==> src/common/rename_pkg.sv <==
package rename_pkg;

    // register file sizes
    localparam int NUM_ARCH_REGS = 32;
    localparam int NUM_PHYS_REGS = 64;

    localparam int ARCH_W = $clog2(NUM_ARCH_REGS);  // 5 bits
    localparam int PHYS_W = $clog2(NUM_PHYS_REGS);  // 6 bits

    // free list holds every physical register but p0, so 64 slots is plenty
    localparam int FREE_DEPTH = NUM_PHYS_REGS;
    localparam int INIT_FREE  = NUM_PHYS_REGS - NUM_ARCH_REGS;  // p32..p63 after reset
    localparam int CNT_W      = $clog2(FREE_DEPTH + 1);         // 0..64 needs 7 bits

    // request from the decoder
    typedef struct packed {
        logic [ARCH_W-1:0] src1;
        logic [ARCH_W-1:0] src2;
        logic [ARCH_W-1:0] dest;
    } arch_regs_t;

    // rename result, dest_old goes to the ROB for freeing at commit
    typedef struct packed {
        logic [PHYS_W-1:0] src1;
        logic [PHYS_W-1:0] src2;
        logic [PHYS_W-1:0] dest;
        logic [PHYS_W-1:0] dest_old;
    } phys_regs_t;

    // map table read results, all taken before this cycle's write
    typedef struct packed {
        logic [PHYS_W-1:0] src1;
        logic [PHYS_W-1:0] src2;
        logic [PHYS_W-1:0] dest_old;
    } map_lookup_t;

endpackage

==> src/rename/rename_ctrl.sv <==
module rename_ctrl (
    input  logic                         clk,
    input  logic                         reset,
    input  logic                         rename_en,
    input  rename_pkg::arch_regs_t       arch_in,
    input  logic                         commit_en,
    input  logic [rename_pkg::PHYS_W-1:0] commit_phys,
    input  rename_pkg::map_lookup_t      lookup,
    input  logic [rename_pkg::PHYS_W-1:0] head_reg,
    input  logic                         empty,
    output logic                         map_we,
    output logic [rename_pkg::ARCH_W-1:0] map_waddr,
    output logic [rename_pkg::PHYS_W-1:0] map_wdata,
    output logic                         pop,
    output logic                         push,
    output logic [rename_pkg::PHYS_W-1:0] push_reg,
    output logic                         stall,
    output logic                         out_valid,
    output rename_pkg::phys_regs_t       phys_out
);
    import rename_pkg::*;

    logic       dest_nz;   // destination is not r0
    logic       accept;
    logic       alloc;
    phys_regs_t result;

    assign dest_nz = (arch_in.dest != '0);

    // no free register left: hold the instruction in the decoder
    assign stall  = rename_en && dest_nz && empty;
    assign accept = rename_en && !stall;
    assign alloc  = accept && dest_nz;  // r0 never takes a register

    // new mapping goes in at the edge, lookups this cycle still see the old one
    assign map_we    = alloc;
    assign map_waddr = arch_in.dest;
    assign map_wdata = head_reg;
    assign pop       = alloc;

    // commits of p0 are dropped, p0 is never in the free list
    assign push     = commit_en && (commit_phys != '0);
    assign push_reg = commit_phys;

    always_comb begin
        result.src1 = lookup.src1;
        result.src2 = lookup.src2;
        if (dest_nz) begin
            result.dest     = head_reg;
            result.dest_old = lookup.dest_old;
        end else begin
            result.dest     = '0;
            result.dest_old = '0;   // nothing to free at commit
        end
    end

    // output register, one cycle from rename_en
    always_ff @(posedge clk) begin
        if (reset) begin
            out_valid <= 1'b0;
        end else begin
            out_valid <= accept;
        end
    end

    always_ff @(posedge clk) begin
        if (accept) begin
            phys_out <= result;
        end
    end

endmodule

==> src/rename/map_table.sv <==
module map_table (
    input  logic                          clk,
    input  logic                          reset,
    input  rename_pkg::arch_regs_t        rd_arch,
    output rename_pkg::map_lookup_t       lookup,
    input  logic                          we,
    input  logic [rename_pkg::ARCH_W-1:0] waddr,
    input  logic [rename_pkg::PHYS_W-1:0] wdata
);
    import rename_pkg::*;

    // one physical index per architectural register
    logic [PHYS_W-1:0] map [NUM_ARCH_REGS];

    // combinational reads, the write below lands only at the edge
    assign lookup.src1     = map[rd_arch.src1];
    assign lookup.src2     = map[rd_arch.src2];
    assign lookup.dest_old = map[rd_arch.dest];

    always_ff @(posedge clk) begin
        if (reset) begin
            // identity map, ri -> pi
            for (int i = 0; i < NUM_ARCH_REGS; i++) begin
                map[i] <= PHYS_W'(i);
            end
        end else if (we) begin
            map[waddr] <= wdata;
        end
    end

endmodule

==> src/rename/free_list.sv <==
module free_list (
    input  logic                          clk,
    input  logic                          reset,
    input  logic                          pop,
    input  logic                          push,
    input  logic [rename_pkg::PHYS_W-1:0] push_reg,
    output logic [rename_pkg::PHYS_W-1:0] head_reg,
    output logic                          empty,
    output logic [rename_pkg::CNT_W-1:0]  count
);
    import rename_pkg::*;

    logic [PHYS_W-1:0]                 fifo [FREE_DEPTH];
    logic [$clog2(FREE_DEPTH)-1:0]     head;   // next register to hand out
    logic [$clog2(FREE_DEPTH)-1:0]     tail;   // next slot for a returned register
    logic [CNT_W-1:0]                  occ;

    assign head_reg = fifo[head];
    assign empty    = (occ == '0);
    assign count    = occ;

    // buffer storage
    always_ff @(posedge clk) begin
        if (reset) begin
            // p32..p63 in order, rest of the slots cleared
            for (int i = 0; i < FREE_DEPTH; i++) begin
                if (i < INIT_FREE) begin
                    fifo[i] <= PHYS_W'(i + NUM_ARCH_REGS);
                end else begin
                    fifo[i] <= '0;
                end
            end
        end else if (push) begin
            fifo[tail] <= push_reg;
        end
    end

    // pointers wrap on their own, depth is a power of two
    always_ff @(posedge clk) begin
        if (reset) begin
            head <= '0;
            tail <= ($clog2(FREE_DEPTH))'(INIT_FREE);
        end else begin
            if (pop) begin
                head <= head + 1'b1;
            end
            if (push) begin
                tail <= tail + 1'b1;
            end
        end
    end

    // occupancy, push and pop together leave it unchanged
    always_ff @(posedge clk) begin
        if (reset) begin
            occ <= CNT_W'(INIT_FREE);
        end else begin
            occ <= occ + CNT_W'(push) - CNT_W'(pop);
        end
    end

endmodule

==> src/design/rename_top.sv <==
module rename_top (
    input  logic                          clk,
    input  logic                          reset,
    input  logic                          rename_en,
    input  rename_pkg::arch_regs_t        arch_in,
    input  logic                          commit_en,
    input  logic [rename_pkg::PHYS_W-1:0] commit_phys,
    output logic                          out_valid,
    output rename_pkg::phys_regs_t        phys_out,
    output logic                          stall,
    output logic [rename_pkg::CNT_W-1:0]  free_count
);
    import rename_pkg::*;

    map_lookup_t       lookup;
    logic              map_we;
    logic [ARCH_W-1:0] map_waddr;
    logic [PHYS_W-1:0] map_wdata;
    logic              pop;
    logic              push;
    logic [PHYS_W-1:0] push_reg;
    logic [PHYS_W-1:0] head_reg;   // register offered for the next allocation
    logic              empty;

    rename_ctrl i_ctrl (
        .clk         (clk),
        .reset       (reset),
        .rename_en   (rename_en),
        .arch_in     (arch_in),
        .commit_en   (commit_en),
        .commit_phys (commit_phys),
        .lookup      (lookup),
        .head_reg    (head_reg),
        .empty       (empty),
        .map_we      (map_we),
        .map_waddr   (map_waddr),
        .map_wdata   (map_wdata),
        .pop         (pop),
        .push        (push),
        .push_reg    (push_reg),
        .stall       (stall),
        .out_valid   (out_valid),
        .phys_out    (phys_out)
    );

    map_table i_map (
        .clk     (clk),
        .reset   (reset),
        .rd_arch (arch_in),
        .lookup  (lookup),
        .we      (map_we),
        .waddr   (map_waddr),
        .wdata   (map_wdata)
    );

    free_list i_free (
        .clk      (clk),
        .reset    (reset),
        .pop      (pop),
        .push     (push),
        .push_reg (push_reg),
        .head_reg (head_reg),
        .empty    (empty),
        .count    (free_count)
    );

endmodule

==> config.mk <==
export PLATFORM = sky130hd
export DESIGN_NAME = rename_top
export DESIGN_NICKNAME = d
export VERILOG_FILES = /design/src/common/rename_pkg.sv /design/src/rename/rename_ctrl.sv /design/src/rename/map_table.sv /design/src/rename/free_list.sv /design/src/design/rename_top.sv
export SDC_FILE = /design/constraint.sdc
export NUM_CORES = 1
export LEC_CHECK = 0
export BUFFER_PORTS_ARGS = -buffer_cell sky130_fd_sc_hd__buf_2
export CAP_MARGIN = 20
export CORE_UTILIZATION = 55
export DETAILED_ROUTE_END_ITERATION = 16
export PLACE_DENSITY_LB_ADDON = 0.08
export SLEW_MARGIN = 20
export SYNTH_ARGS = -nofsm -noshare
export SYNTH_HDL_FRONTEND = slang
export SYNTH_SLANG_ARGS = --single-unit
export TNS_END_PERCENT = 10
==> constraint.sdc <==
create_clock -name clk -period 3.9 [get_ports clk]
set_input_delay 0.78 -clock clk [delete_from_list [all_inputs] [get_ports clk]]
set_output_delay 0.78 -clock clk [all_outputs]
set_load 0.02 [all_outputs]
# Word-level counts from Yosys, hierarchy flattened
# Memory sizes are Yosys's and may differ from the RTL's. A register that Yosys moved wholly into a read port is not among the register bits.
# Cells that the tools add are included.
[totals]
in_bits = 25
register_bits = 26
word_cells = 39
out_inout_bits = 33
n_memories = 2
mem_bits_rw = 576
[op_classes]
n_reduce_logical = 12
n_addsub = 4
n_mux = 16
[memory_table]
columns = ["name", "depth", "width", "rd", "rd_clocked_by_memory_dff", "wr", "line_no", "rtl"]
rows = [
  ["i_free.fifo", 64, 6, 1, 1, 64, "free_list.sv:13", "logic [PHYS_W-1:0] fifo [FREE_DEPTH];"],
  ["i_map.map", 32, 6, 3, 3, 32, "map_table.sv:13", "logic [PHYS_W-1:0] map [NUM_ARCH_REGS];"],
]
[ops]
columns = ["cell", "n"]
rows = [
  ["6-bit two-way mux", 5],
  ["6-bit by 1-bit adder with 6-bit output (second input constant)", 2],
  ["6-bit OR reduction", 2],
  ["1-bit two-way mux", 10],
  ["7-bit by 1-bit adder with 7-bit output", 1],
  ["7-bit zero test", 1],
  ["7-bit by 1-bit subtractor with 7-bit output", 1],
  ["6-bit nonzero test", 1],
  ["1-bit logical AND", 5],
  ["5-bit two-way mux", 1],
  ["5-bit nonzero test", 1],
  ["1-bit zero test", 2],
]

# Longest topological paths before layout
[logic_depth]
ltp_word = 11
ltp_mapped = 16
ltp_nobuf = 15

# Hierarchy
# Synthesis repeated with hierarchy kept, for this count alone.
[hier_totals]
hier_cells = 2209
area_unflattened_um2 = 32092.0
[by_module_without_submodules]
columns = ["module", "seq_area_each_um2", "area_each_um2", "cells_per_inst", "instances"]
rows = [
  ["free_list", 12031.5, 18915.6, 1401, 1],
  ["map_table", 5765.5, 12121.6, 738, 1],
  ["rename_ctrl", 740.7, 1054.8, 70, 1],
]

# Worst setup path before layout
# Ideal clock, no wire load.
[synth_timing]
path_kind = "input port to flip-flop"
from = "input arch_in[3] (netlist bit)"
to = "register i_free.occ[6], in the netlist i_free.count[6]"
setup_ps = 132
path_buffers = 1
required_ps = 3768
path_stages = 15
path_slack_ps = 298
arrival_ps = 3470
cell_sequence = "nor2_1 nor4b_2 and3b_1 clkbuf_1 ha_1 inv_1 ha_1 inv_1 fa_1 nand2b_1 a21oi_1 o21ai_0 a21oi_1 or3_1 a21oi_1"
[synth_between]
elab_chain_cells = 7
[synth_rtl]
columns = ["item", "line_no", "rtl"]
rows = [
  ["start, declared", "rename_top.sv:5", "input rename_pkg::arch_regs_t arch_in,"],
  ["5-bit nonzero test *", "rename_ctrl.sv:28", "assign dest_nz = (arch_in.dest != '0);"],
  ["1-bit logical AND (2 in a row)", "rename_ctrl.sv:31", "assign stall = rename_en && dest_nz && empty;"],
  ["1-bit zero test", "rename_ctrl.sv:32", "assign accept = rename_en && !stall;"],
  ["1-bit logical AND", "rename_ctrl.sv:32", ""],
  ["1-bit logical AND *", "rename_ctrl.sv:33", "assign alloc = accept && dest_nz;"],
  ["7-bit by 1-bit subtractor with 7-bit output *", "free_list.sv:58", "occ <= occ + CNT_W'(push) - CNT_W'(pop);"],
  ["end signal, assigned", "free_list.sv:56", "occ <= CNT_W'(INIT_FREE);"],
  ["end signal, assigned", "free_list.sv:58", ""],
  ["end, declared", "free_list.sv:16", "logic [CNT_W-1:0] occ;"],
]
# Mark *: on every way between the ends. The rest lies on a longest branch, timed or not.
# A chain may end at the register's enable or synchronous reset.

==> results.md <==
* Status: completed
* Row count at 87
* Hold Fails Final Rpt at 0
* Final Net Count at 2277
* Post-synthesis simple-gate area fraction at 14.9%
* Pin count of the biggest net entering global routing at 69
* Netlist Area Pre-Place at 0.0319 mm^2
* Max Slew Vio Count at 0
* Largest register FFs at 384
* First-pass GRT wire length at 129000 um
* Initial antenna violation count at 0
* CTS tree: done
* Period utilization at 84.3%
* Setup Crit Path Kind: reg -> reg
* Post-layout util at 62.0%
* Initial DRC Count at 2061
* Max_slew headroom at 29.2%
* Synth async-reset ratio at 0%
* Adder-Cell Fraction of Synth Area at 0.494%
* Max cap viols at 0
* Wirelength per Cell at 27.8 um
* DRC at 0
* Most flops, register: i_free.fifo
* Setup TNS at 0 ns
* # diodes at 0
* Reg-to-reg endpoint: i_map.map[25][3]$_SDFFCE_PN1P_
* Vias in the first global route at 19800
* F_max at 304 MHz
* Startpoint Class: flip-flop
* Gate count after technology mapping at 2241
* Die Y at 243 um
* Setup crit end kind: flip-flop
* Root Buffer Master: clkbuf_16
* Vias per cell at 6.41
* Cells on worst reg2reg path at 8
* Crit path DAT at 3.60 ns
* Post-CTS sizing at 0
* H-Tree Depth at 3
* Die Span X at 243 um
* Mux contribution to synthesized area at 19.9%
* Hold Path Depth at 2
* Final setup fails at 0
* Compound-Gate Fraction of Synth Area at 2.90%
* Boundary Pins at 58
* GR Util All Layers at 29.5%
* RSZ-0062 raised after global routing: false
* Fraction of layout cells with a size suffix above 1 at 25.7%
* Synthesis-to-layout area growth at 10.3%
* Vias at 19600
* Critical Path RT at 4.22 ns
* EDFF count, synth at 600
* Ys flop type: edfxtp_1
* CTS clock-pin slew for the worst setup and hold paths at 0.06 ns
* Routability cong. at 0.898
* Pwr Density at 471 mW/mm^2
* Post-synthesis sequential area ratio at 58.1%
* Antenna Nets Post-Route at 0
* Largest registers: i_free.fifo (384), i_map.map (192), i_ctrl.phys_out (24)
* Most frequent cells in the layout: 600 x edfxtp_1, 245 x mux4_2, 216 x nor2_1
* Period minus WS final at 3.29 ns
* Seq cells post-synth at 626
* R2R setup slack at 0.61 ns
* Clock skew at 0.0269 ns
* I/O Buffers at 57
* Initial Utilization at 56.2%
* Post-CTS setup repair buffer count at 0
* Worst-case hold path end point: i_free.count[3]$_SDFF_PP0_
* Clock Latency Late Sink at 0.62 ns
* Syn avg cell area at 14.2 um^2
* Unique masters post-synth at 59
* Worst-Margin Slew at 1.06 ns
* CP max FO at 32
* Most common cell after layout, fill and taps aside: edfxtp_1
* Die area at 0.0590 mm^2
* Drt pass-1 iters at 5
* Sink Count at 626
* Gr ovfl total at 0
* Synth Area in XOR/XNOR at 0.357%
* Worst IR drop on VDD at 441 uV
* Routed wire length at 84800 um
* Core box area at 0.0568 mm^2
* CTS Hold Bufs at 0
* Largest family of logic cells by synthesized area: multiplexers
* Worst hold path class: in -> reg
* Synth warn at 0
* Min-delay src: reset
* CTS Buf Count at 69
* LEAKAGE at 11.3 nW
* Longest Clk Path Bufs at 3
* HPWL after detailed placement at 56900 um
## synth_stat cells, drive strengths merged (2+ instances only)
master / number / area share [%]
edfxtp: 600 / 56
clkbuf: 142 / 1.7
buf: 72 / 1.5
ha: 11 / 0.43
nor2b: 15 / 0.29
and3b: 3 / 0.082
a41oi: 7 / 0.27
mux2i: 57 / 1.8
nor4: 3 / 0.059
nand3b: 5 / 0.12
a221oi: 9 / 0.33
nand3: 18 / 0.28
or3b: 2 / 0.055
or2: 57 / 1.1
xnor2: 5 / 0.14
or3: 100 / 2.0
nor3b: 4 / 0.094
nand2b: 42 / 0.82
a211oi: 5 / 0.16
o21ai: 7 / 0.11
o21bai: 2 / 0.047
o22ai: 2 / 0.039
a2111oi: 4 / 0.13
inv: 15 / 0.18
mux2: 25 / 0.88
a31oi: 7 / 0.30
mux4: 245 / 17
and3: 52 / 1.0
a2bb2oi: 2 / 0.055
a22oi: 29 / 0.68
nand4: 4 / 0.078
nand2: 154 / 1.8
xor2: 8 / 0.22
a21o: 15 / 0.35
nor3: 54 / 0.85
a21oi: 22 / 0.34
and2: 189 / 3.7
dfxtp: 26 / 1.6
nor2: 216 / 2.5
## metrics by stage
| stage | cell area [um^2] | total power, W | setup WS (ns) | hold WS (ns) | cells |
|---|---|---|---|---|---|
| 2_1_floorplan | 31900 | 0.00952 | 0.298 | 0.485 | 2246 |
| 3_3_place_gp | 33000 | 0.0103 | 0.235 | 0.519 | 2925 |
| 3_5_place_dp | 33000 | 0.0103 | 0.179 | 0.530 | 2925 |
| 4_1_cts | 35200 | 0.0167 | 0.616 | 0.425 | 3049 |
| 5_1_grt | 35200 | 0.0171 | 0.461 | 0.445 | 3049 |
| 6_report | 35200 | 0.0166 | 0.613 | 0.446 | 3049 |
## per-layer routing
layer	vias to the layer above	share of wire, %	global-route usage [%]	wire (um)
met5	-	0	0	0
met4	0	3.6	11.2	3090
met3	167	6.9	3.97	5870
met2	882	50	49.3	42300
met1	9999	40	39.8	33600
li1	8510	-	-	-
## where the power goes
| group | total (W) | switching [W] | internal, W |
|---|---|---|---|
| sequential | 0.00778 | 0.000185 | 0.00760 |
| combinational | 0.00239 | 0.00145 | 0.000946 |
| clock | 0.00643 | 0.00269 | 0.00373 |
| total | 0.0166 | 0.00432 | 0.0123 |
## critical path, cell delays in order (launching register included)
cell,delay [ns]
dfxtp_4,0.77
buf_12,0.28
mux4_2,0.51
mux2_2,0.29
a221oi_2,0.24
a211oi_2,0.10
a31oi_4,0.18
buf_4,0.44
nand2_1,0.14
## cell type report
| cell class | instances | area, um^2 |
|---|---|---|
| Clock buffer | 82 | 1820 |
| Clock inverter | 42 | 378 |
| Fill cell | 4324 | 21600 |
| Inverter | 15 | 56.3 |
| Multi-Input combinational cell | 1391 | 12400 |
| Sequential cell | 626 | 18500 |
| Tap cell | 756 | 946 |
| Timing Repair Buffer | 137 | 1080 |
## logic make-up after synthesis
logic type      count (synthesis)
simple gates                  919
flops                         626
mux                           327
buf+inv                       229
compound gates                114
xor+xnor                       13
fa+ha+maj                      12
other cells                     1
## how the worst max path moves through the flow
stage | slack, ns | to
after global placement | 0.24 | i_free.count[6]$_SDFF_PP0_
after floorplan | 0.30 | i_free.count[6]$_SDFF_PP0_
after detailed placement | 0.18 | i_free.count[6]$_SDFF_PP0_
after CTS | 0.62 | i_map.map[4][2]$_SDFFCE_PN1P_
after global routing | 0.46 | i_map.map[25][3]$_SDFFCE_PN1P_
final | 0.61 | i_map.map[25][3]$_SDFFCE_PN1P_
No activity file was read; power rests on OpenSTA's default activity.
